### src/au_pkg.sv
// AU cluster shared definitions
// Instruction word views, op codes, flag positions and the bundles
// passed from decode to execute and from execute to the register files
package au_pkg;

  localparam int SLICE_W = 3;

  // Flag word bit positions, upper bits stay 0
  localparam int FLAG_Z = 0;
  localparam int FLAG_N = 1;
  localparam int FLAG_V = 2;

  typedef enum logic [1:0]
  {
    CL_TWOREG = 2'd0,
    CL_BITOP  = 2'd1,
    CL_IMM    = 2'd2
  } au_class_e;

  typedef enum logic [3:0]
  {
    TR_OR  = 4'h0,
    TR_AND = 4'h1,
    TR_XOR = 4'h2,
    TR_ADD = 4'h3,
    TR_SUB = 4'h4,
    TR_MOV = 4'h8,
    TR_NOT = 4'h9,
    TR_NEG = 4'hA,
    TR_CMP = 4'hB
  } tworeg_cmd_e;

  typedef enum logic [2:0]
  {
    BO_SET  = 3'd0,
    BO_CLR  = 3'd1,
    BO_TST  = 3'd2,
    BO_SHL  = 3'd4,
    BO_SHR  = 3'd5,
    BO_ASR  = 3'd6,
    BO_SEXT = 3'd7
  } bitop_cmd_e;

  // Immediate command is the class field op[14:13]
  typedef enum logic [1:0]
  {
    IM_ADD = 2'd1,
    IM_CMP = 2'd2,
    IM_LD  = 2'd3
  } imm_cmd_e;

  typedef struct packed {
    logic [2:0] cls;
    logic [3:0] cmd;
    logic [3:0] rb;
    logic [3:0] ra;
  } au_tworeg_2r_t;

  typedef struct packed {
    logic [1:0] cls;
    logic       fmt3;
    logic [2:0] cmd;
    logic [2:0] rc;
    logic [2:0] rb;
    logic [2:0] ra;
  } au_tworeg_3r_t;

  typedef struct packed {
    logic [2:0] cls;
    logic [2:0] cmd;
    logic [4:0] bsel;
    logic [3:0] rs;
  } au_bitop_t;

  // 9-bit value for load and compare, low 8 bits for add
  typedef struct packed {
    logic [1:0] cls;
    logic [8:0] val;
    logic [3:0] rs;
  } au_imm_t;

  typedef union packed {
    au_tworeg_2r_t tworeg_2r;
    au_tworeg_3r_t tworeg_3r;
    au_bitop_t     bitop;
    au_imm_t       imm;
  } au_op_t;

  typedef struct packed {
    logic               valid;
    au_class_e          cls;
    logic [3:0]         cmd;
    logic [SLICE_W-1:0] slice;
    logic [3:0]         rc_sel;
    logic               wb;
    logic [31:0]        a;
    logic [31:0]        b;
  } au_issue_t;

  typedef struct packed {
    logic               valid;
    logic               wb;
    logic [SLICE_W-1:0] slice;
    logic [3:0]         rc_sel;
    logic [31:0]        data;
    logic [7:0]         flags;
  } au_result_t;

endpackage
### src/slice_regfile.sv
// Slice register file
// Sixteen 32-bit registers and a flag word private to one slice,
// two combinational read ports and one tagged write port
`timescale 1ns/1ps

module slice_regfile #(
  parameter int SLICE_ID = 0
) (
  input  logic                CLK,
  input  logic                RST,
  input  logic [3:0]          ra_sel,
  input  logic [3:0]          rb_sel,
  input  au_pkg::au_result_t  result,
  output logic [31:0]         ra_data,
  output logic [31:0]         rb_data,
  output logic [7:0]          flags
);

  logic [31:0] regs [16];
  logic [7:0]  flags_q;
  logic        hit;

  // Only results tagged for this slice land here
  assign hit = result.valid && (result.slice == 3'(SLICE_ID));

  always_ff @(posedge CLK or posedge RST)
  begin
    if (RST)
    begin
      for (int i = 0; i < 16; i++)
        regs[i] <= '0;
      flags_q <= '0;
    end
    else if (hit)
    begin
      if (result.wb)
        regs[result.rc_sel] <= result.data;
      // Flags follow every op, compares included
      flags_q <= result.flags;
    end
  end

  assign ra_data = regs[ra_sel];
  assign rb_data = regs[rb_sel];
  assign flags   = flags_q;

endmodule

### config.mk
export PLATFORM = sky130hd
export DESIGN_NAME = slice_regfile
export DESIGN_NICKNAME = d
export VERILOG_FILES = /design/src/au_pkg.sv /design/src/slice_regfile.sv
export SDC_FILE = /design/constraint.sdc
export NUM_CORES = 1
export LEC_CHECK = 0
export BUFFER_PORTS_ARGS = -buffer_cell sky130_fd_sc_hd__buf_4
export CAP_MARGIN = 20
export CORE_ASPECT_RATIO = 0.8
export CORE_MARGIN = 8
export CORE_UTILIZATION = 47
export CTS_CLUSTER_DIAMETER = 100
export DETAILED_ROUTE_END_ITERATION = 10
export PLACE_DENSITY_LB_ADDON = 0.05
export SLEW_MARGIN = 10
export SYNTH_ARGS = -nofsm -noshare
export SYNTH_HDL_FRONTEND = slang
export SYNTH_SLANG_ARGS = --single-unit
### constraint.sdc
create_clock -name CLK -period 24.2 [get_ports CLK]
set_input_delay 1.21 -clock CLK [delete_from_list [all_inputs] [get_ports CLK]]
set_output_delay 1.21 -clock CLK [all_outputs]
set_load 0.1 [all_outputs]
==> flow_summary.toml, run 1 <==
[outcome]
status = "complete, no violations"

[synth]
synth_nets = 1772
synth_mux_area_share_pct = 43.17
synth_compound_area_share_pct = 3.562
synth_fa_ha_area_share_pct = 0
synth_seq_cells = 520
synth_top_family_by_area = "multiplexers"
synth_xor_area_share_pct = 0
synth_cell_types = 29
ys_warn_count = 0
synth_seq_area_share_pct = 48.24
avgSynthCellArea_sq_um = 15.75
synthCells = 1713
synthSimpleGateAreaFrac_pct = 2.305
synthesis.area_sq_um = 26970

[die]
die_w_um = 283.8
dieArea_sq_um = 65360
row_count = 78
die_h_um = 230.3
initial_core_util_pct = 47.57
coreArea_sq_um = 56700
io_pins = 131

[detailed_routing]
firstDrtPassIters = 5
m1WireLength_um = 34090
highest_layer = "met4"
final_antenna_net_count = 0
met3_length_um = 4844
routed-wl-met2_um = 36850
wl_um = 77970
first_iter_violations = 1233
via_per_inst = 6.455
wire_per_inst_um = 30.34
vias = 16589
drc = 0

[timing]
tightest_slew_ns = 1.146
period_share_pct = 24.39
fin_setup_tns_ns = 0
setup_viol = 0
holdWs_ns = 0.4826
hold_viol = 0
maxSlewViolCount = 0
period_minus_slack_ns = 5.901
max_slew_margin_pct = 23.37
fmaxAchievable_mhz = 169.5
rsz0062_at_grt = "no"
skew_ns = 0

[worst_setup_path]
end_kind = "output port"
crit_type = "input port to output port"
crit_start = "ra_sel[0]"
cp.arrival_ns = 4.69
cp-start-kind = "input port"
reg2reg_from = "regs[282]"
required_ns = 22.99
path_max_fanout = 44

[cts]
clock_sink_count = 520
path_clk_slew_ns = 0.06
cts_root_buf = "clkbuf_16"
numCtsBuffers = 55
cts.path.max_buffers = 3
ctsResizeCount = 0
insertion_delay_ns = 0.61
htree_levels = 2
cts_setup_buffers = 0
cts_hold_buf = 0
cts_tree = "yes"

[global_route]
grt_max_degree = 131
grt_pass1_vias = 17847
grt_overflow = 0
antenna_found_initial = 0
grt_usage_pct = 23.80
grt_pass1_wl_um = 118100

[pwr]
p_per_area_nw_per_um2 = 68.49
ir_worst_vdd_mv = 0.05329
leakagePower_nw = 14.33

[hold_path]
worstHoldStart = "flags[5]"
holdCritPathClass = "register to register"

[layout]
final_nets = 1826
drive_gt1_share_pct = 56.91
diodes = 0
layout_commonest_cell = "dfrtp_1"
final_cell_mix = "dfrtp_1 (520), mux2_2 (463), mux4_2 (256)"
areaGrowthSynthToFinish_pct = 12.91

[run]
drv_cap = 0

[placed_design]
hpwl_um = 40420
port_buffers = 130
gp_congestion = 0.7438
-- registers in the layout (all words and copies together), names as in the netlist --
signal / cells
regs: 512
flags: 8
-- per-layer routing --
metal / up-vias / track usage, %
li1: 6770 / -
met1: 9134 / 33.05
met2: 541 / 37.98
met3: 144 / 4.682
met4: 0 / 7.000
met5: - / 0
-- stage by stage --
step	cell area (sq um)	total power, W	setup WS [ns]	utilization, %	instances
floorplan	26970	0.001163	8.463	-	1713
global placement	28570	0.001236	18.20	50.39	2467
detailed placement	28600	0.001243	18.15	50.44	2469
CTS	30430	0.002110	18.15	53.67	2569
global route	30460	0.002161	17.93	53.71	2570
finish	30460	0.002086	18.30	53.71	2570
-- final cells by class --
cell class / instances / area [sq um]
Inverter: 1 / 11.26
Sequential cell: 520 / 13010
Tap cell: 760 / 950.9
Clock inverter: 13 / 120.1
Clock buffer: 87 / 1709
Multi-Input combinational cell: 1019 / 13320
Fill cell: 4617 / 26250
Timing Repair Buffer: 170 / 1330
-- Yosys cell counts --
cell type	n	share of area, %
a22oi_1	128	3.6
and2_1	2	0.046
and3b_1	1	0.032
and4b_1	1	0.037
buf_1	36	0.50
buf_2	29	0.54
buf_4	6	0.17
buf_6	3	0.13
clkbuf_1	99	1.4
dfrtp_1	520	48
inv_1	1	0.014
mux2_1	19	0.79
mux2_2	463	19
mux2_4	30	1.7
mux4_2	256	21
nand2_1	89	1.2
nand2b_1	2	0.046
nand3_1	5	0.093
nand3b_1	1	0.028
nand4_1	2	0.046
nor2_1	3	0.042
nor2b_1	5	0.12
nor3_2	4	0.15
nor3_4	2	0.12
nor3b_1	1	0.028
nor4_4	2	0.16
nor4b_2	1	0.056
or3b_1	1	0.032
or4b_1	1	0.037
-- cell families (layout without fill, tap and decap cells) --
logic type	Yosys count	after routing
multiplexers	768	768
flip-flops	520	520
buffers and inverters	174	271
AO/OA/AOI/OAI	128	128
AND/OR/NAND/NOR	123	123
-- worst max-delay path, stage by stage --
cell and delay (ns):
buf_8 0.42, buf_4 0.84, buf_4 0.86, mux4_2 0.60
a22oi_1 0.22, nand2_1 0.16, buf_4 0.27
-- worst paths after layout --
kind | to | slack [ns] | depth (start not counted)
worst max-delay path | ra_data[27] | 18.30 | 7
worst min-delay path | flags[5] | 0.48 | 2
worst max register to register | regs[282] | 23.37 | 1
worst min register to register | flags[5] | 0.48 | 2
max in group asynchronous | regs[237] | 21.16 | 4
min in group asynchronous | flags[2] | 0.76 | 2
-- where the power goes --
| group | total (W) | internal (W) | switching, W |
|---|---|---|---|
| Clock | 0.000860 | 0.000502 | 0.000357 |
| Combinational | 0.000282 | 0.000107 | 0.000174 |
| Sequential | 0.000945 | 0.000913 | 0.0000315 |
| Total | 0.00209 | 0.00152 | 0.000563 |
(Power assumes the default switching activity.)
==> inputs of run 2 (changes only) <==
--- a/config.mk
+++ b/config.mk
@@ -5,6 +5,7 @@
 export SDC_FILE = /design/constraint.sdc
 export NUM_CORES = 1
 export LEC_CHECK = 0
+export ABC_AREA = 1
 export BUFFER_PORTS_ARGS = -buffer_cell sky130_fd_sc_hd__buf_4
 export CAP_MARGIN = 20
 export CORE_ASPECT_RATIO = 0.8
==> constraint.sdc (replaced) <==
create_clock -name CLK -period 5.5 [get_ports CLK]
set_input_delay 0.275 -clock CLK [delete_from_list [all_inputs] [get_ports CLK]]
set_output_delay 0.275 -clock CLK [all_outputs]
set_load 0.1 [all_outputs]
==> flow_summary.toml, run 2 <==
[outcome]
status = "complete, no violations"

[hold_path]
holdCritPathClass = "input port to register"
hold_depth = 4

[cts]
cts_tree = "yes"
path_clk_slew_ns = 0.06
numCtsBuffers = 57
htree_levels = 2
ctsResizeCount = 0
cts_root_buf = "clkbuf_16"
clock_sink_count = 520
insertion_delay_ns = 0.61
cts.path.max_buffers = 3

[synth]
synth_nets = 4542
avgSynthCellArea_sq_um = 6.672
synth_cell_types = 16
synth_top_area_cell = "dfrtp_1"
synth-edff-count = 0
synthCells = 4483
ys_warn_count = 0
synth_top_area_share_pct = 43.51
synth.top_cells.by_count = "nand2_1 (1634), nand3_1 (896), inv_1 (555)"
yosys_most_used_dff = "dfrtp_1"
yosysMostFrequentCell = "nand2_1"
async_reset_ff_share_pct = 100.0
synthesis.area_sq_um = 29910
synth_seq_cells = 520
synth_seq_area_share_pct = 43.51
synthTopCellsByArea = "dfrtp_1 (44%), nand2_1 (21%), nand3_1 (15%), inv_1 (7.0%), o21ai_0 (5.9%)"

[detailed_routing]
drc = 0
wl_um = 106100
via_per_inst = 5.472
vias = 28974
firstDrtPassIters = 6
final_antenna_net_count = 0
first_iter_violations = 3307
wire_per_inst_um = 20.03

[layout]
final_cell_mix = "nand2_1 (1630), nand3_1 (896), inv_1 (548)"
largest_reg_flops = 512
seqCellArea_sq_um = 13010
nFillCells = 6388
fin_util_pct = 52.99
final_nets = 4468
multi_input_area_sq_um = 13480
drive_gt1_share_pct = 6.399
largest_register = "regs"
layout_commonest_cell = "nand2_1"
areaGrowthSynthToFinish_pct = 11.24
fin_area_sq_um = 33270

[die]
die_h_um = 241.6
coreArea_sq_um = 62790
io_pins = 131
initial_core_util_pct = 47.63
row_count = 82
dieArea_sq_um = 72020
die_w_um = 298.0

[pwr]
swShare_pct = 32.11
p_seq_share_pct = 41.8
p_clk_share_pct = 38.7
internal_power_w = 0.006714
power_switching_w = 0.003175
ir_worst_vdd_mv = 0.2896
p_per_area_nw_per_um2 = 297.2
share_comb_of_total_power_pct = 19.5
leakagePower_nw = 16.72

[timing]
rsz0062_at_grt = "no"
max_slew_margin_pct = 22.22
hold_viol = 0
setup_viol = 0
period_minus_slack_ns = 3.343
skew_ns = 0
fmaxAchievable_mhz = 299.2
maxSlewViolCount = 0
tightest_slew_ns = 1.167
period_share_pct = 60.77

[global_route]
antenna_found_initial = 2
grt_overflow = 0
grt_usage_pct = 28.60
grt_pass1_wl_um = 164400
grt_pass1_vias = 26758
grt_max_degree = 178

[worst_setup_path]
crit_type = "input port to output port"
cpMostUsedCell = "buf_4"
crit_cells = 7
cp_num_buf_inv = 4
critical_path.cell_chain = "buf_4 > clkinv_2 > buf_4 > nand3_1 > nand3_1 > nand2_1 > buf_4"
cp_top_family = "buffers and inverters"
cp-start-kind = "input port"
cp.arrival_ns = 3.07
slowest_delay_ns = 0.84
ff2ff_path_depth = 2
critPathSlowestCell = "clkinv_2"
path_max_fanout = 35
required_ns = 5.22
end_kind = "output port"

[run]
drv_cap = 0

[placed_design]
gp_congestion = 0.8028
hpwl_um = 54620
port_buffers = 130
placed_cell_area_sq_um = 31000
[run 2: changes by cell type in the layout (fill, tap and decap cells not counted), sizes merged, moves of 41 or more]
cell,previous run,this run
mux4,256,0
nand2,89,1636
o21ai,0,512
nand3,5,905
inv,1,558
mux2,512,0
dlygate4sd3,0,41
a22oi,128,0
[run 2: cell type report]
class / instances / area share, %
Multi-Input combinational cell: 3064 / 40.52
Sequential cell: 520 / 39.11
Inverter: 561 / 6.423
Timing Repair Buffer: 205 / 5.288
Clock buffer: 94 / 5.254
Tap cell: 840 / 3.159
Clock inverter: 10 / 0.2369
Antenna cell: 1 / 0.007521
[run 2: kinds of logic (layout without fill, tap and decap cells)]
logic type             after synthesis  after routing  synth area share [%]
AOI/OAI and AO/OA                  512            512                 8.567
buffers and inverters              899            870                 11.55
DFF                                520            520                 43.51
other                                0              1                     0
and+or+nand+nor                   2552           2552                 36.37
[run 2: per-layer routing]
layer,vias to the layer above,part of all wire (%),GRT usage [%]
met4,0,2.9,8.343
met2,1174,43,43.41
met3,183,7.3,3.723
met5,-,0,0
met1,13664,46,42.42
li1,13953,-,-
[run 2: repair_timing]
action / in CTS / in global routing
hold buffers: 41 / 0
buffers inserted: 0 / 0
hold endpoints to repair: 87 / 0
[run 2: path summary, 6_finish.rpt]
| path | start | end | slack (ns) |
|---|---|---|---|
| max | ra_sel[2] | ra_data[13] | 2.16 |
| min | result[43] | regs[343] | 0.12 |
| max reg2reg | regs[188] | regs[188] | 4.76 |
| min reg2reg | flags[1] | flags[1] | 0.48 |
| max in group asynchronous | RST | regs[120] | 3.78 |
| min in group asynchronous | RST | regs[328] | 0.24 |
[run 2: power groups by stage]
stage,registers (W),clock network (W),logic (W)
CTS,0.00413,0.00390,0.00193
floorplan,0.00426,0,0.00132
global placement,0.00419,0,0.00189
detailed placement,0.00419,0,0.00190
finish,0.00413,0.00383,0.00193
global route,0.00415,0.00405,0.00211
[run 2: stage by stage]
step | power [W] | cells | hold slack (ns) | worst slack (ns) | setup TNS, ns
floorplan | 0.005584 | 4483 | 0.3846 | -1.839 | -956.40
global placement | 0.006081 | 5148 | 0.3618 | 2.130 | 0
detailed placement | 0.006090 | 5148 | 0.3534 | 2.100 | 0
CTS | 0.009951 | 5293 | 0.1042 | 2.097 | 0
global route | 0.01031 | 5295 | 0.1405 | 2.169 | 0
finish | 0.009889 | 5295 | 0.1229 | 2.157 | 0
[run 2: tightest hold or removal path, stage by stage]
cell,delay (ns)
buf_4,0.12
nor2_4,0.07
nand3_4,0.15
o21ai_0,0.09
