## src/au_pkg.sv

```systemverilog
// AU cluster shared definitions
// Instruction word views, op codes, flag positions and the bundles
// passed from decode to execute and from execute to the register files
package au_pkg;

  localparam int SLICE_W = 3;

  // Flag word bit positions, upper bits stay 0
  localparam int FLAG_Z = 0;
  localparam int FLAG_N = 1;
  localparam int FLAG_V = 2;

  typedef enum logic [1:0]
  {
    CL_TWOREG = 2'd0,
    CL_BITOP  = 2'd1,
    CL_IMM    = 2'd2
  } au_class_e;

  typedef enum logic [3:0]
  {
    TR_OR  = 4'h0,
    TR_AND = 4'h1,
    TR_XOR = 4'h2,
    TR_ADD = 4'h3,
    TR_SUB = 4'h4,
    TR_MOV = 4'h8,
    TR_NOT = 4'h9,
    TR_NEG = 4'hA,
    TR_CMP = 4'hB
  } tworeg_cmd_e;

  typedef enum logic [2:0]
  {
    BO_SET  = 3'd0,
    BO_CLR  = 3'd1,
    BO_TST  = 3'd2,
    BO_SHL  = 3'd4,
    BO_SHR  = 3'd5,
    BO_ASR  = 3'd6,
    BO_SEXT = 3'd7
  } bitop_cmd_e;

  // Immediate command is the class field op[14:13]
  typedef enum logic [1:0]
  {
    IM_ADD = 2'd1,
    IM_CMP = 2'd2,
    IM_LD  = 2'd3
  } imm_cmd_e;

  typedef struct packed {
    logic [2:0] cls;
    logic [3:0] cmd;
    logic [3:0] rb;
    logic [3:0] ra;
  } au_tworeg_2r_t;

  typedef struct packed {
    logic [1:0] cls;
    logic       fmt3;
    logic [2:0] cmd;
    logic [2:0] rc;
    logic [2:0] rb;
    logic [2:0] ra;
  } au_tworeg_3r_t;

  typedef struct packed {
    logic [2:0] cls;
    logic [2:0] cmd;
    logic [4:0] bsel;
    logic [3:0] rs;
  } au_bitop_t;

  // 9-bit value for load and compare, low 8 bits for add
  typedef struct packed {
    logic [1:0] cls;
    logic [8:0] val;
    logic [3:0] rs;
  } au_imm_t;

  typedef union packed {
    au_tworeg_2r_t tworeg_2r;
    au_tworeg_3r_t tworeg_3r;
    au_bitop_t     bitop;
    au_imm_t       imm;
  } au_op_t;

  typedef struct packed {
    logic               valid;
    au_class_e          cls;
    logic [3:0]         cmd;
    logic [SLICE_W-1:0] slice;
    logic [3:0]         rc_sel;
    logic               wb;
    logic [31:0]        a;
    logic [31:0]        b;
  } au_issue_t;

  typedef struct packed {
    logic               valid;
    logic               wb;
    logic [SLICE_W-1:0] slice;
    logic [3:0]         rc_sel;
    logic [31:0]        data;
    logic [7:0]         flags;
  } au_result_t;

endpackage
```

## src/au_op_decode.sv

```systemverilog
// AU op decode
// Rotates the slice counter, decodes the instruction word into class,
// command and register selects, builds operand b and registers the issue
`timescale 1ns/1ps

module au_op_decode #(
  parameter int N_SLICES = 4
) (
  input  logic                CLK,
  input  logic                RST,
  input  logic                op_vld,
  input  au_pkg::au_op_t      op,
  input  logic [31:0]         ra_data,
  input  logic [31:0]         rb_data,
  output logic [2:0]          slice,
  output logic [3:0]          ra_sel,
  output logic [3:0]          rb_sel,
  output au_pkg::au_issue_t   issue
);

  import au_pkg::*;

  logic [2:0]  slice_q;
  logic [2:0]  cls;
  logic        is_tworeg;
  logic        is_3r;
  logic        is_bitop;
  logic        is_imm;
  au_class_e   op_class;
  logic [3:0]  cmd;
  logic [3:0]  rc_sel;
  logic        wb;
  logic [31:0] imm_val;
  logic [31:0] opnd_b;

  assign slice = slice_q;

  // One slice per cycle, wraps at N_SLICES
  always_ff @(posedge CLK or posedge RST)
  begin
    if (RST)
      slice_q <= '0;
    else if (slice_q == 3'(N_SLICES - 1))
      slice_q <= '0;
    else
      slice_q <= slice_q + 3'd1;
  end

  always_comb
  begin
    cls       = op.tworeg_2r.cls;
    is_tworeg = (cls[2:1] == 2'b00);
    is_3r     = is_tworeg && op.tworeg_3r.fmt3;
    is_bitop  = (cls == 3'b010);
    is_imm    = cls[2] || (cls == 3'b011);

    if (is_imm)
      op_class = CL_IMM;
    else if (is_bitop)
      op_class = CL_BITOP;
    else
      op_class = CL_TWOREG;

    // Three-register form only reaches the low eight registers
    ra_sel = is_3r ? {1'b0, op.tworeg_3r.ra} : op.tworeg_2r.ra;
    rb_sel = is_3r ? {1'b0, op.tworeg_3r.rb} : op.tworeg_2r.rb;
    rc_sel = is_3r ? {1'b0, op.tworeg_3r.rc} : op.tworeg_2r.ra;

    if (is_imm)
      cmd = {2'b00, op.imm.cls};
    else if (is_bitop)
      cmd = {1'b0, op.bitop.cmd};
    else if (is_3r)
      cmd = {1'b0, op.tworeg_3r.cmd};
    else
      cmd = op.tworeg_2r.cmd;

    // Compares and tests only touch the flags
    if (is_imm)
      wb = (cmd[1:0] != IM_CMP);
    else if (is_bitop)
      wb = (cmd[2:0] != BO_TST);
    else
      wb = (cmd != TR_CMP);

    // Load and compare use 9 bits, add uses 8
    if (op.imm.cls[1])
      imm_val = {{23{op.imm.val[8]}}, op.imm.val};
    else
      imm_val = {{24{op.imm.val[7]}}, op.imm.val[7:0]};

    if (is_imm)
      opnd_b = imm_val;
    else if (is_bitop)
      opnd_b = {27'd0, op.bitop.bsel};
    else
      opnd_b = rb_data;
  end

  always_ff @(posedge CLK or posedge RST)
  begin
    if (RST)
      issue <= '0;
    else
    begin
      issue.valid <= op_vld;
      if (op_vld)
      begin
        issue.cls    <= op_class;
        issue.cmd    <= cmd;
        issue.slice  <= slice_q;
        issue.rc_sel <= rc_sel;
        issue.wb     <= wb;
        issue.a      <= ra_data;
        issue.b      <= opnd_b;
      end
    end
  end

endmodule

```

## config.mk

```make
export PLATFORM = sky130hd
export DESIGN_NAME = au_op_decode
export DESIGN_NICKNAME = d
export VERILOG_FILES = /design/src/au_pkg.sv /design/src/au_op_decode.sv
export SDC_FILE = /design/constraint.sdc
export NUM_CORES = 1
export LEC_CHECK = 0
export BUFFER_PORTS_ARGS = -buffer_cell sky130_fd_sc_hd__buf_2
export CAP_MARGIN = 20
export CORE_MARGIN = 10
export CORE_UTILIZATION = 45
export CTS_CLUSTER_SIZE = 12
export DETAILED_ROUTE_END_ITERATION = 16
export PLACE_DENSITY_LB_ADDON = 0.1
export SLEW_MARGIN = 20
export SYNTH_ARGS = -nofsm -noshare
export SYNTH_HDL_FRONTEND = slang
export SYNTH_SLANG_ARGS = --single-unit
```

## constraint.sdc

```tcl
create_clock -name CLK -period 5.3 [get_ports CLK]
set_input_delay 1.06 -clock CLK [delete_from_list [all_inputs] [get_ports CLK]]
set_output_delay 1.06 -clock CLK [all_outputs]
set_load 0.02 [all_outputs]
```

==> reports/summary.txt, run 1 <==
Gate power share: 21.1%
Synth Warn #: 0
Mapped Avg Cell Area: 11.8 um^2
Pwr/cell area: 323 nW/um^2
WHS Endpoint: slice[0]$_DFF_PP0_
CP max FO: 13
First-pass iteration count of the detailed router: 5
Ys async rst share: 100%
Routed vias: 2736
Setup tns final: 0 ps
Largest net degree at the start of global routing: 60
Final instance area: 4510 um^2
Pleak: 2.26 nW
Synth Cell Area: 3450 um^2
Rows: 31
Clock latency on the worst-skew pair: 340 ps
Core ar.: 7370 um^2
CP Data Required Time: 4240 ps
Synth Instances: 292
Clock-pin transition on the worst setup and hold timing paths: 80 ps
Share of layout cells above drive strength 1: 50.9%
Die ar.: 11600 um^2
Commonest non-fill, non-tap cell in the layout: buf_2
Post-synth top flop: dfrtp_1
Post_cts resized: 0
Worst slew pin tran: 686 ps
Die Wd: 108 um
Hold Crit Class: flop to flop
Max-Cap Viols: 0
Clock power frac: 29.9%
Psw: 0.000437 W
Setup CP Type: input port to output pin
Die H: 108 um
Seq/Total Area, Yosys: 59.5%
Most frequent cells in the layout: 170 x buf_2, 82 x dfrtp_1, 38 x mux2_2
Post-DP HPWL: 7.08 mm
Initial Util: 46.8%
Unique masters post-synth: 36
Register area: 2050 um^2
CTS buffer count: 9
# port buffers: 171
Hold_ws: 481 ps
Largest area contributor in the netlist: dfrtp_1
Hold Path Origin: slice[0]$_DFF_PP0_
Setup Viol. Count Final: 0
R2R Path Start: issue[64]$_DFFE_PP0P_
H-tree levels: 3
Vias per cell: 4.91
NumNets Final: 537
Max clock buf depth: 2
Worst Path Arrival: 2220 ps
Final Hold Fails: 0
Share of the synthesized area in the top cell type: 59.5%
CTS Root Cell: clkbuf_8
Period utilization: 61.9%
Worst Setup Start Kind: input port
Fillers: 643
Cts hold-fix bufs: 0
Global-route wire length before repair: 14.7 mm
Status: complete, no violations
Number of flops mapped to enable cells by yosys: 0
DRT iter0 DRCs: 85
Total GRT Usage: 16.0%
Synthesis-to-finish area growth: 31.0%
Fin crit period: 3280 ps
Top post-synthesis cells by area: dfrtp_1 60%, mux2_2 12%, a21oi_1 5.4%
IO Pins: 172
Crit end category: output pin
Post-CTS Setup Repair Bufs: 0
Placed cell area: 4330 um^2
Vias in the first global route: 2781
Net count after synthesis: 375
CTS tree: yes
VDD IR max: 0.188 mV
R2R Path End: issue[64]$_DFFE_PP0P_
Grt ovf: 0
Switch share: 30.0%
Total Wirelength: 9.52 mm
Remaining routing DRC violations: 0
Reg power frac: 49.0%
Yosys reg bits: 82
Ant diodes: 0
Pint: 0.00102 W
Initial antenna violation count: 0
Clock sinks: 82
RSZ-0062 raised after global routing: false
GP Congestion: 0.803
Pins Over Slew Limit: 0
R2R Setup Slk: 4430 ps
Clock skew: 7.47 ps
ANT nets after route: 0
R2R cell count: 2
DR WL/cell: 17.1 um
F_max: 305 MHz
Relative slew slack: 54.2%
Area of the multi-input gates: 1250 um^2
WHS Path Cells: 1
area by class of cell:
type	count	share of cell area (%)
Timing Repair Buffer	175	19.7
Clock buffer	11	2.91
Clock inverter	4	1.19
Sequential cell	82	45.5
Multi-Input combinational cell	182	27.7
Inverter	4	0.360
Tap cell	99	2.74
worst max-delay path by stage:
stage / slack [ps] / startpoint / depth (start not counted) / endpoint
4_1_cts: 2010 / op[12] / 4 / rb_sel[1]
3_5_place_dp: 2020 / op[12] / 4 / rb_sel[1]
6_report: 2020 / op[12] / 4 / rb_sel[0]
3_3_place_gp: 2030 / op[12] / 4 / rb_sel[1]
5_1_grt: 1960 / op[12] / 4 / rb_sel[2]
2_1_floorplan: 2130 / RST / 1 / issue[0]$_DFFE_PP0P_
synth_stat cells (2+ instances only):
cell type  number
a221o_1         3
mux2_2         38
a21o_1          3
nand2_1        25
clkbuf_1        6
mux2i_1        11
a21oi_1        37
inv_1           4
and3_1          3
nor2_1         35
nor4b_1         3
buf_6           2
dfrtp_1        82
nand2b_1        4
buf_4           4
nand3b_1        2
buf_2          11
metal layers:
layer / track usage (%) / vias to the layer above / wire length [um]
met5: 0 / - / 0
met4: 5.44 / 0 / 92
met3: 6.83 / 8 / 950
met2: 26.5 / 101 / 4790
met1: 18.1 / 1304 / 3690
li1: - / 1323 / -
state kept, by name (all words and copies together), names as in the netlist:
name and flops:
issue 79, slice 3
power groups by stage:
| stage | registers [W] | clock network (W) | logic (W) |
|---|---|---|---|
| floorplan | 0.000803 | 0 | 0.000111 |
| global placement | 0.000724 | 0 | 0.000310 |
| detailed placement | 0.000725 | 0 | 0.000314 |
| CTS | 0.000714 | 0.000449 | 0.000315 |
| global route | 0.000721 | 0.000476 | 0.000334 |
| finish | 0.000713 | 0.000436 | 0.000308 |
metrics by stage:
step	setup WS [ps]	power, W	std cells	util, %
final	2020	0.00146	557	61.3
after global routing	1960	0.00153	557	61.3
after CTS	2010	0.00148	557	61.2
after detailed placement	2020	0.00104	542	58.7
after global placement	2030	0.00103	542	58.7
after floorplan	2130	0.000914	292	-
critical path, stage by stage:
cell,delay (ps)
buf_2,220
or3b_4,490
mux2_2,290
buf_2,160
kinds of logic after synthesis:
group | count (synthesis) | share of synthesized area (%)
and+or+nand+nor | 79 | 10.7
adders and majority gates | 1 | 0.363
buffers and inverters | 28 | 4.32
DFF | 82 | 59.5
muxes | 50 | 16.0
AOI/OAI and AO/OA | 52 | 9.00
Note: power is estimated with default switching activity, not from simulation.
==> run 2, diff against run 1 <==
- CORE_UTILIZATION: 45 -> 41
- clock period: 5.3 -> 2.8 ns (I/O delays scaled with it)
==> reports/summary.txt, run 2 (synthesis results as in run 1) <==
Status: complete, no violations
Die ar.: 12500 um^2
VDD IR max: 0.247 mV
Max clock buf depth: 2
DRT iter0 DRCs: 90
CP peak stage delay: 500 ps
Ant diodes: 0
H-tree levels: 3
Total Wirelength: 9.91 mm
Global-route wire length before repair: 15.9 mm
DR top layer: met4
Worst Path Arrival: 1750 ps
CTS buffer count: 9
Worst Setup Start Kind: input port
Top cell by count, worst path: buf_2
Remaining routing DRC violations: 0
Post-DP HPWL: 7.56 mm
Gate power share: 20.0%
Pwr/cell area: 638 nW/um^2
Largest reg by FF count: issue
CTS tree: yes
Pleak: 2.31 nW
Routed vias: 2742
F_max: 432 MHz
# port buffers: 171
Clock skew: 2.86 ps
Largest regs: issue (79), slice (3)
Die H: 112 um
Initial Util: 42.0%
Setup WS post-layout: 487 ps
Met2 Wirelength: 4.86 mm
Pins Over Slew Limit: 0
WP buf/inv: 2
Commonest non-fill, non-tap cell in the layout: buf_2
Crit end category: output pin
Place WS: 494 ps
Clock power frac: 34.0%
Clock sinks: 82
Register area: 2050 um^2
Placed cell area: 4380 um^2
Grt ovf: 0
Final instance area: 4610 um^2
Initial antenna violation count: 0
Relative slew slack: 56.2%
Setup Viol. Count Final: 0
IO Pins: 172
Crit path max-delay family: simple AND/OR/NAND/NOR gates
Period utilization: 82.6%
Area of the multi-input gates: 1250 um^2
Clock latency on the worst-skew pair: 330 ps
Worst slew pin tran: 656 ps
Largest net degree at the start of global routing: 38
ANT nets after route: 0
Reg power frac: 46.0%
Cts hold-fix bufs: 0
First-pass iteration count of the detailed router: 4
Vias in the first global route: 2906
Max-Cap Viols: 0
Slowest CP cell: or3b_4
Post-CTS Setup Repair Bufs: 0
Total GRT Usage: 15.6%
CP Data Required Time: 2240 ps
Psw: 0.000825 W
Setup CP Type: input port to output pin
Switch share: 28.1%
Routed length on met1: 4.09 mm
Final Hold Fails: 0
RSZ-0062 raised after global routing: false
Setup tns final: 0 ps
Core ar.: 8220 um^2
CTS Root Cell: clkbuf_8
CP max FO: 13
Post_cts resized: 0
DR WL/cell: 17.4 um
GP Congestion: 0.742
Most frequent cells in the layout: 171 x buf_2, 82 x dfrtp_1, 38 x mux2_2
Rows: 33
Hold Crit Class: input port to asynchronous set/reset pin
Vias per cell: 4.83
Routed met3 length: 912 um
Synthesis-to-finish area growth: 33.6%
Crit path cell chain: buf_2, or3b_4, mux2_2, buf_2
Clock-pin transition on the worst setup and hold timing paths: 80 ps
Fillers: 733
Share of layout cells above drive strength 1: 51.8%
Number of flip-flops in the largest register: 79
Die Wd: 112 um
NumNets Final: 542
Pint: 0.00211 W
Fin crit period: 2310 ps
==> run 2: cell types whose count changed in the layout (fill, tap and decap cells not counted), sizes merged <==
cell / before / now
buf: 175 / 180
bufinv: 1 / 3
clkbuf: 11 / 10
clkinv: 2 / 3
clkinvlp: 2 / 0
==> run 2: metal layers <==
metal,vias up,track usage (%)
li1,1333,-
met1,1295,18.7
met2,110,24.9
met3,4,6.87
met4,0,4.46
met5,-,0
==> run 2: cell type report <==
type,count,share of cell area (%)
clock inverters,5,2.25
clock buffers,10,2.77
well taps,105,2.85
flip-flops and latches,82,44.5
multi-input cells,182,27.2
repair buffers,180,20.0
inverters,4,0.353
==> run 2: power groups by stage <==
| stage | Sequential (W) | Clock [W] | Combinational [W] |
|---|---|---|---|
| floorplan | 0.00152 | 0 | 0.000210 |
| global placement | 0.00137 | 0 | 0.000595 |
| detailed placement | 0.00137 | 0 | 0.000602 |
| CTS | 0.00135 | 0.00103 | 0.000602 |
| global route | 0.00137 | 0.00109 | 0.000644 |
| finish | 0.00135 | 0.000999 | 0.000589 |
==> run 2: path summary, 6_finish.rpt <==
check | endpoint | startpoint | slack [ps] | depth (start not counted)
max reg2reg | issue[7]$_DFFE_PP0P_ | issue[7]$_DFFE_PP0P_ | 1960 | 1
min | issue[56]$_DFFE_PP0P_ | RST | 280 | 2
min in group CLK | issue[63]$_DFFE_PP0P_ | ra_data[31] | 450 | 2
max | rb_sel[2] | op[12] | 490 | 4
min reg2reg | issue[76]$_DFFE_PP0P_ | issue[76]$_DFFE_PP0P_ | 480 | 1
max in group asynchronous | issue[69]$_DFFE_PP0P_ | RST | 1820 | 3
==> run 2: through the flow <==
stage / power (W) / cells / hold WS, ps / utilization (%)
2_1_floorplan: 0.00173 / 292 / 563 / -
3_3_place_gp: 0.00197 / 553 / 460 / 53.3
3_5_place_dp: 0.00198 / 553 / 463 / 53.3
4_1_cts: 0.00298 / 568 / 296 / 56.1
5_1_grt: 0.00310 / 568 / 309 / 56.1
6_report: 0.00294 / 568 / 279 / 56.1
