**src/au_pkg.sv**
```systemverilog
// AU cluster shared definitions
// Instruction word views, op codes, flag positions and the bundles
// passed from decode to execute and from execute to the register files
package au_pkg;

  localparam int SLICE_W = 3;

  // Flag word bit positions, upper bits stay 0
  localparam int FLAG_Z = 0;
  localparam int FLAG_N = 1;
  localparam int FLAG_V = 2;

  typedef enum logic [1:0]
  {
    CL_TWOREG = 2'd0,
    CL_BITOP  = 2'd1,
    CL_IMM    = 2'd2
  } au_class_e;

  typedef enum logic [3:0]
  {
    TR_OR  = 4'h0,
    TR_AND = 4'h1,
    TR_XOR = 4'h2,
    TR_ADD = 4'h3,
    TR_SUB = 4'h4,
    TR_MOV = 4'h8,
    TR_NOT = 4'h9,
    TR_NEG = 4'hA,
    TR_CMP = 4'hB
  } tworeg_cmd_e;

  typedef enum logic [2:0]
  {
    BO_SET  = 3'd0,
    BO_CLR  = 3'd1,
    BO_TST  = 3'd2,
    BO_SHL  = 3'd4,
    BO_SHR  = 3'd5,
    BO_ASR  = 3'd6,
    BO_SEXT = 3'd7
  } bitop_cmd_e;

  // Immediate command is the class field op[14:13]
  typedef enum logic [1:0]
  {
    IM_ADD = 2'd1,
    IM_CMP = 2'd2,
    IM_LD  = 2'd3
  } imm_cmd_e;

  typedef struct packed {
    logic [2:0] cls;
    logic [3:0] cmd;
    logic [3:0] rb;
    logic [3:0] ra;
  } au_tworeg_2r_t;

  typedef struct packed {
    logic [1:0] cls;
    logic       fmt3;
    logic [2:0] cmd;
    logic [2:0] rc;
    logic [2:0] rb;
    logic [2:0] ra;
  } au_tworeg_3r_t;

  typedef struct packed {
    logic [2:0] cls;
    logic [2:0] cmd;
    logic [4:0] bsel;
    logic [3:0] rs;
  } au_bitop_t;

  // 9-bit value for load and compare, low 8 bits for add
  typedef struct packed {
    logic [1:0] cls;
    logic [8:0] val;
    logic [3:0] rs;
  } au_imm_t;

  typedef union packed {
    au_tworeg_2r_t tworeg_2r;
    au_tworeg_3r_t tworeg_3r;
    au_bitop_t     bitop;
    au_imm_t       imm;
  } au_op_t;

  typedef struct packed {
    logic               valid;
    au_class_e          cls;
    logic [3:0]         cmd;
    logic [SLICE_W-1:0] slice;
    logic [3:0]         rc_sel;
    logic               wb;
    logic [31:0]        a;
    logic [31:0]        b;
  } au_issue_t;

  typedef struct packed {
    logic               valid;
    logic               wb;
    logic [SLICE_W-1:0] slice;
    logic [3:0]         rc_sel;
    logic [31:0]        data;
    logic [7:0]         flags;
  } au_result_t;

endpackage
```
**src/au_execute.sv**
```systemverilog
// AU execute stage
// Two-register, bit and immediate operations on a 33-bit datapath
// with a sign guard bit, flag generation and the registered result
`timescale 1ns/1ps

module au_execute (
  input  logic                CLK,
  input  logic                RST,
  input  au_pkg::au_issue_t   issue,
  output au_pkg::au_result_t  result
);

  import au_pkg::*;

  logic [32:0] sx_a;
  logic [32:0] sx_b;
  logic [4:0]  bsel;
  logic [31:0] bmask;
  logic [32:0] low_mask;
  logic [32:0] tworeg_res;
  logic [32:0] bitop_res;
  logic [32:0] imm_res;
  logic [32:0] res;
  logic [7:0]  flags;

  assign sx_a  = {issue.a[31], issue.a};
  assign sx_b  = {issue.b[31], issue.b};
  assign bsel  = issue.b[4:0];
  assign bmask = 32'd1 << bsel;

  // Bits below the select survive a sign extend
  assign low_mask = (33'd1 << bsel) - 33'd1;

  always_comb
  begin
    case (issue.cmd)
      TR_OR:   tworeg_res = {1'b0, issue.a | issue.b};
      TR_AND:  tworeg_res = {1'b0, issue.a & issue.b};
      TR_XOR:  tworeg_res = {1'b0, issue.a ^ issue.b};
      TR_ADD:  tworeg_res = sx_a + sx_b;
      TR_SUB:  tworeg_res = sx_a - sx_b;
      TR_MOV:  tworeg_res = sx_b;
      TR_NOT:  tworeg_res = ~sx_b;
      TR_NEG:  tworeg_res = 33'd0 - sx_b;
      TR_CMP:  tworeg_res = sx_a - sx_b;
      default: tworeg_res = '0;
    endcase
  end

  always_comb
  begin
    case (issue.cmd[2:0])
      BO_SET:  bitop_res = {1'b0, issue.a | bmask};
      BO_CLR:  bitop_res = {1'b0, issue.a & ~bmask};
      BO_TST:  bitop_res = {1'b0, issue.a & bmask};
      // Bit shifted out of bit 31 lands in the guard
      BO_SHL:  bitop_res = {1'b0, issue.a} << bsel;
      BO_SHR:  bitop_res = {1'b0, issue.a} >> bsel;
      BO_ASR:  bitop_res = $signed(sx_a) >>> bsel;
      BO_SEXT: bitop_res = (sx_a & low_mask) | ({33{issue.a[bsel]}} & ~low_mask);
      default: bitop_res = '0;
    endcase
  end

  // Immediate already sign extended into operand b
  always_comb
  begin
    case (issue.cmd[1:0])
      IM_ADD:  imm_res = sx_a + sx_b;
      IM_CMP:  imm_res = sx_a - sx_b;
      IM_LD:   imm_res = sx_b;
      default: imm_res = '0;
    endcase
  end

  always_comb
  begin
    case (issue.cls)
      CL_TWOREG: res = tworeg_res;
      CL_BITOP:  res = bitop_res;
      CL_IMM:    res = imm_res;
      default:   res = '0;
    endcase
  end

  always_comb
  begin
    flags         = '0;
    flags[FLAG_Z] = (res[31:0] == 32'd0);
    flags[FLAG_N] = res[31];
    // Guard and sign disagree on signed overflow
    flags[FLAG_V] = res[32] ^ res[31];
  end

  always_ff @(posedge CLK or posedge RST)
  begin
    if (RST)
      result <= '0;
    else
    begin
      result.valid <= issue.valid;
      result.wb    <= issue.valid && issue.wb;
      if (issue.valid)
      begin
        result.slice  <= issue.slice;
        result.rc_sel <= issue.rc_sel;
        result.data   <= res[31:0];
        result.flags  <= flags;
      end
    end
  end

endmodule

```
**config.mk**
```make
export PLATFORM = sky130hd
export DESIGN_NAME = au_execute
export DESIGN_NICKNAME = d
export VERILOG_FILES = /design/src/au_pkg.sv /design/src/au_execute.sv
export SDC_FILE = /design/constraint.sdc
export NUM_CORES = 1
export LEC_CHECK = 0
export ABC_CLOCK_PERIOD_IN_PS = 3300
export BUFFER_PORTS_ARGS = -buffer_cell sky130_fd_sc_hd__buf_2
export CORE_MARGIN = 5
export CORE_UTILIZATION = 33
export DETAILED_ROUTE_END_ITERATION = 12
export PLACE_DENSITY_LB_ADDON = 0.3
export SETUP_SLACK_MARGIN = 0.15
export SLEW_MARGIN = 20
export SYNTH_ARGS = -nofsm -noshare
export SYNTH_HDL_FRONTEND = slang
export SYNTH_SLANG_ARGS = --single-unit
```
**constraint.sdc**
```tcl
create_clock -name CLK -period 3.3 [get_ports CLK]
set_input_delay 0.165 -clock CLK [delete_from_list [all_inputs] [get_ports CLK]]
set_output_delay 0.165 -clock CLK [all_outputs]
set_load 0.02 [all_outputs]
```
==> results of run 1 <==
==> layout make-up <==
class | count | area (um2)
Timing Repair Buffer | 1138 | 8820
Inverter | 99 | 415
Clock buffer | 6 | 129
Multi-Input combinational cell | 2068 | 15100
Fill cell | 4697 | 21300
Clock inverter | 2 | 12.5
Antenna cell | 2 | 5.00
Sequential cell | 43 | 1080
Tap cell | 615 | 769
==> metal layers <==
metal	vias up	track usage [%]
met3	419	12.9
met5	-	0
met1	12200	57.5
li1	11000	-
met2	1953	61.7
met4	4	21.7
==> what timing repair did <==
action,in CTS,in global routing
buffers inserted,35,21
resized for setup,160,190
pin swaps,69,74
cloned,3,0
endpoints found under the setup margin,20,21
==> synthesized netlist by cell type (all sizes together), types with 19 or more instances <==
cell    instances  area share, %
nor2          278            6.6
nand2         252            6.0
a21oi         235            7.4
o21ai         180            5.7
clkbuf        119            2.8
ha            104            8.2
inv            91            2.2
buf            82            2.8
mux2i          80            5.1
nor3           63            2.0
o22ai          56            2.2
nand3          55            1.7
mux2           53            3.8
xnor2          48            2.7
dfrtp          43            6.8
a31oi          41            1.6
a211oi         40            1.9
a22oi          38            1.8
nor2b          33            1.3
o211ai         33            1.6
a221oi         25            1.4
nor4           23           0.91
o221ai         23            1.3
nand2b         22           0.87
o31ai          22            1.1
a21o           20           0.95
or3            20           0.79
nand4          19           0.75
==> through the flow <==
stage	std cells	setup TNS [ns]	util (%)
after floorplan	2411	-2.18	-
after global placement	3904	-10.61	50.5
after detailed placement	3904	-11.34	50.5
after CTS	3950	-1.41	53.1
after global routing	3971	-2.17	55.2
final	3973	-1.63	55.3
==> power by group through the flow <==
| stage | Combinational [mW] | Clock, mW | Sequential [mW] |
|---|---|---|---|
| finish | 4.99 | 0.506 | 0.631 |
| CTS | 4.58 | 0.514 | 0.632 |
| detailed placement | 4.33 | 0 | 0.640 |
| floorplan | 1.91 | 0 | 0.725 |
| global placement | 4.31 | 0 | 0.636 |
| global route | 5.16 | 0.546 | 0.640 |
==> cells in the final DEF (no fill, tap or decap), types with 14 or more instances in the layout <==
cell      count
mux2i_1      70
buf_12       23
buf_4       952
a31oi_1      37
ha_1         76
nand2b_1     22
inv_1        78
nor2b_1      26
a21o_1       19
o21ai_1      16
mux2_2       44
a22oi_1      35
nor2_1      269
nand3_1      50
a21oi_1     209
a21oi_2      24
and2_1       15
ha_4         20
xnor2_1      46
a211oi_1     30
nand2_1     245
nand4_1      19
dfrtp_1      43
o22ai_1      50
o221ai_1     19
or3_1        19
o31ai_1      14
o21ai_0     156
nor3_1       45
a221oi_1     15
mux4_2       16
buf_6        37
buf_2       112
nor4_1       17
o211ai_1     32
==> critical path: stages <==
cell,delay (ns)
buf_16,0.14
buf_12,0.16
buf_6,0.15
mux2_2,0.36
buf_4,0.15
mux2i_1,0.19
buf_4,0.14
a22o_1,0.14
or4_1,0.30
a31oi_2,0.19
buf_6,0.19
nor4_4,0.45
nand3_2,0.17
nor3_4,0.22
buf_4,0.13
and4b_2,0.27
and4_4,0.24
and4_1,0.21
a41o_1,0.18
==> cells by family after synthesis <==
| kind of cell | after synthesis | synth area share [%] |
|---|---|---|
| AOI/OAI and AO/OA | 899 | 37.4 |
| and+or+nand+nor | 847 | 24.8 |
| buffers and inverters | 300 | 7.98 |
| muxes | 149 | 11.1 |
| adders and majority gates | 106 | 8.46 |
| xor gates and xnor gates | 62 | 3.43 |
| DFF | 43 | 6.79 |
| other | 1 | 0.0237 |
==> path summary, 6_finish.rpt <==
check                                 from          to  cells after the start
worst max-delay path              issue[1]   result[0]                     19
worst min-delay path                   RST  result[35]                      2
worst max register to register   result[0]   result[0]                      2
worst min register to register  result[19]  result[19]                      1
max in group asynchronous              RST  result[13]                      2
min in group CLK                 issue[64]  result[47]                      2
==> results by group, run 1 <==
Finish
  • Final instance area: about 26000 um2
  • Share of layout cells above drive strength 1: about 44%
  • Max reg flops: 43
  • Nets: 3542
  • Area grow syn2layout: 66.1%
  • Top reg by flops: result
  • Largest regs: result (43)

Timing
  • Slew Limit Headroom: between 30% and 40%
  • Tmin final: 3.95 ns
  • Period utilisation layout: 120%
  • Worst Slack Setup Final: -0.652 ns
  • FMAX: approximately 0.25 GHz
  • Fin. max-slew vios: 0
  • Final hold slack: 0.0756 ns
  • Worst Tran Pin Value: just over 0.9 ns
  • Clock Skew: 0 ns
  • RSZ-0062 raised after global routing: yes
  • Final Hold Fails: 0
  • Setup violations, final: 6

Route
  • Drc violations: 0
  • Drt wl/cell: approximately 30 um
  • Top layer in use: met5
  • Via count: 25500
  • Routed Antenna Nets: 0
  • DRT met1 WL: slightly below 50000 um
  • Iteration-0 DRC Markers: between 3000 and 4000
  • Vias/cell: between 6 and 7
  • Metal3 WL: between 15000 and 20000 um
  • Total wire length: 120000 um
  • Met2 routed WL: between 40000 and 50000 um
  • DR pass1 iterations: 7

Clock tree
  • Cts bufs inserted: 5
  • Clk slew on worst S/H paths: around 0.060 ns
  • Hold-fix buffers, CTS: 0
  • CTS H-tree depth: 2
  • Root Driver: clkbuf_16
  • Max Root-Sink Buffers: 2
  • CTS tree: built
  • CTS Sinks: 43
  • Clk Latency, worst-skew pair: 0.29 ns

Logic synthesis
  • Number of synthesized register bits: 43
  • Mapped cell area: approximately 16000 um2
  • Most used DFF post-synth: dfrtp_1
  • Warning count from the yosys run: 0
  • Avg Inst Size Synth: about 6.6 um2
  • Library cells used by synthesis: between 90 and 100
  • Gate Count Post-Synth: between 2000 and 2500
  • Sequential share of the synthesized area: under 10%
  • Post-synth EDFFs: 0
  • Share of flip-flops with an asynchronous set or reset: 100%

Pwr
  • Sequential share of power: about a tenth
  • Switching Share: 50.0%
  • NetSw: a little over 3 mW
  • Comb pwr share: ~80%
  • Max rail drop VDD: ~0.00022 V
  • Clock share of power: 8.3%
  • Int Pwr: just over 3 mW
  • Pwr Total: slightly above 6 mW
  • LEAKAGE: 11.8 nW
  • Pwr dens: approximately 230 nW/um2

Placed design
  • Dpl hpwl: between 90000 and 100000 um
  • Pre-CTS setup slack: -1.38 ns
  • GPL Wtd Cong: ~1.1
  • Port-buffer cells: about 120
  • Placement Cell Area: between 20000 and 25000 um2

Status
  • Status: finished with violations
  • Failing checks: setup timing

Global routing
  • GR Overflow Total: 0
  • Largest net degree at the start of global routing: 70
  • Vias in the first global route: ~24000
  • First-pass GRT wire length: 169000 um
  • Initial antenna violation count: 3
  • GRT Total Usage: a little over two fifths

Setup path
  • Worst Path Arrival: between 4 and 5 ns
  • Critical Path Start Type: primary input
  • Worst EP required: approximately 3.5 ns
  • Worst-path maximum fanout: 10
  • Reg2Reg Setup Slack: between 2 and 2.5 ns
  • CP endpoint kind: register
  • Critical setup path kind: primary input to register

Floorplanning
  • Rows: 80
  • Core ar.: around 48000 um2
  • Die W: 229 um
  • Die height: 229 um
  • I/O Pins: between 100 and 150
  • Starting density of the core: 33.3%
  • Die ar.: 52500 um2

Flow run
  • Max Cap Violations: 0

Min path
  • Type of the worst min-delay path: primary input to async pin
No activity file was read; power rests on OpenSTA's default activity.
==> inputs of run 2 (changes only) <==
Settings changed: RECOVER_POWER from default to 100, REMOVE_ABC_BUFFERS from default to 1.
==> results by group, run 2 (synthesis gave the netlist of run 1 again) <==
Route
  • Routed Antenna Nets: 0 (unchanged)
  • Via count: 25100 (was 25500)
  • Total wire length: 122000 um (was 120000 um)
  • Vias/cell: 6.43 (was 6.41)
  • Iteration-0 DRC Markers: 3443 (was 3782)
  • Drt wl/cell: 31.2 um (was 30.2 um)
  • Drc violations: 0 (unchanged)
  • DR pass1 iterations: 7 (unchanged)

Clock tree
  • Clk Latency, worst-skew pair: 0.32 ns (was 0.29 ns)
  • CTS H-tree depth: 2 (unchanged)
  • CTS tree: built (unchanged)
  • Cts bufs inserted: 5 (unchanged)
  • Clk slew on worst S/H paths: 0.08 ns (was 0.06 ns)
  • Max Root-Sink Buffers: 2 (unchanged)
  • CTS Sinks: 43 (unchanged)
  • Hold-fix buffers, CTS: 0 (unchanged)
  • Root Driver: clkbuf_16 (unchanged)

Min path
  • Type of the worst min-delay path: primary input to register (was primary input to async pin)
  • Hold depth: 2

Status
  • Failing checks: capacitance limit, slew limit, setup timing (was setup timing)
  • Status: finished with violations (unchanged)

Finish
  • Most frequent cells in the layout: buf_4, nor2_1, nand2_1 (unchanged)
  • Largest regs: result (43) (unchanged)
  • Finished Core Util: 52.7% (was 55.3%)
  • Nets: 3473 (was 3542)
  • Top reg by flops: result (unchanged)
  • Area grow syn2layout: 58.4% (was 66.1%)
  • Seq. cell area: 1080 um2 (unchanged)
  • Fin cells: 3905 (was 3973)
  • Final instance area: 25100 um2 (was 26300 um2)
  • Fill count: 4794 (was 4697)
  • Share of layout cells above drive strength 1: 39.4% (was 43.9%)
  • Max reg flops: 43 (unchanged)
  • Commonest non-fill, non-tap cell in the layout: buf_4 (unchanged)
  • Multi-input gate area: 14600 um2 (was 15100 um2)

Timing
  • Setup TNS Final: -4.11 ns (was -1.63 ns)
  • RSZ-0062 raised after global routing: yes (unchanged)
  • Tmin final: 4.03 ns (was 3.95 ns)
  • FMAX: 0.248 GHz (was 0.253 GHz)
  • Worst Slack Setup Final: -0.730 ns (was -0.652 ns)
  • Clock Skew: 0 ns (unchanged)
  • Setup violations, final: 13 (was 6)
  • Period utilisation layout: 122% (was 120%)
  • Slew Limit Headroom: -41.2% (was 37.8%)
  • Fin. max-slew vios: 114 (was 0)
  • Worst Tran Pin Value: 2.11 ns (was 0.931 ns)
  • Final Hold Fails: 0 (unchanged)
  • Final hold slack: 0.0516 ns (was 0.0756 ns)

Floorplanning
  • Starting density of the core: 33.3% (unchanged)
  • I/O Pins: 130 (unchanged)
  • Core ar.: 47600 um2 (unchanged)
  • Die height: 229 um (unchanged)
  • Die W: 229 um (unchanged)
  • Rows: 80 (unchanged)
  • Die ar.: 52500 um2 (unchanged)

Global routing
  • First-pass GRT wire length: 170000 um (was 169000 um)
  • Largest net degree at the start of global routing: 70 (unchanged)
  • Vias in the first global route: 24200 (about the same)
  • GRT Total Usage: 43.5% (was 42.8%)
  • GR Overflow Total: 0 (unchanged)
  • Initial antenna violation count: 5 (was 3)

Setup path
  • Critical setup path kind: primary input to register (unchanged)
  • Worst EP required: 3.57 ns (was 3.53 ns)
  • CP endpoint kind: register (unchanged)
  • Worst-path maximum fanout: 5 (was 10)
  • R2r worst-path depth: 2 (unchanged)
  • Worst Path Arrival: 4.30 ns (was 4.18 ns)
  • Critical Path Start Type: primary input (unchanged)

Flow run
  • Max Cap Violations: 2 (was 0)

Placed design
  • Pre-CTS setup slack: -1.58 ns (was -1.38 ns)
  • Port-buffer cells: 124 (unchanged)
  • Placement Cell Area: 23400 um2 (was 24100 um2)
  • Dpl hpwl: 99700 um (was 98600 um)
  • Cell total after placement: 3855 (was 3904)
  • GPL Wtd Cong: 1.11 (was 1.10)

Pwr
  • Pwr Total: 5.94 mW (was 6.13 mW)
  • Pwr dens: 236 nW/um2 (was 233 nW/um2)
  • Max rail drop VDD: 0.000175 V (was 0.000220 V)
  • LEAKAGE: 11.2 nW (was 11.8 nW)
-- run 2: where the power goes --
group / switching [mW] / leakage (nW) / internal [mW] / total (mW)
Combinational: 2.74 / 10.6 / 2.00 / 4.74
Sequential: 0.0336 / 0.521 / 0.595 / 0.628
Clock: 0.280 / 0.0700 / 0.285 / 0.565
Total: 3.05 / 11.2 / 2.88 / 5.94
-- run 2: routing by layer --
metal	part of all wire (%)	vias up	track usage, %
met5	0.016	-	0
li1	-	10800	-
met2	43	1845	67.8
met3	10	520	8.63
met4	9.0	2	30.4
met1	38	11900	53.8
-- run 2: path summary, 6_finish.rpt --
check,from,end,slack (ns)
max,issue[0],result[0],-0.73
min,issue[64],result[47],0.05
max reg2reg,result[0],result[0],2.42
min reg2reg,result[19],result[19],0.49
max in group asynchronous,RST,result[15],1.95
min in group asynchronous,RST,result[47],0.39
-- run 2: repair_timing --
item,4_1_cts,5_1_grt
setup endpoints to repair,23,22
buffers inserted,24,14
pin swaps,52,38
gates cloned,0,1
gates resized for setup,167,126
-- run 2: worst max-delay path, stage by stage --
cell and delay, ns:
buf_12 0.12, buf_6 0.12, inv_4 0.05, ha_4 0.14
buf_6 0.09, or4b_4 0.48, buf_6 0.15, nor3_4 0.20
buf_6 0.14, nand2_4 0.04, a211oi_2 0.19, o21ai_2 0.17
a222oi_1 0.75, nand3_1 0.27, nor3_2 0.19, and2_1 0.16
and4b_2 0.28, and4_4 0.24, and4_1 0.18, a41o_1 0.15
-- run 2: cell type report --
type	instances	area share [%]
well taps	615	3.06
diodes	3	0.0299
clock buffers	5	0.498
flip-flops and latches	43	4.29
clock inverters	3	0.0997
multi-input cells	2068	58.2
repair buffers	1069	32.3
inverters	99	1.52
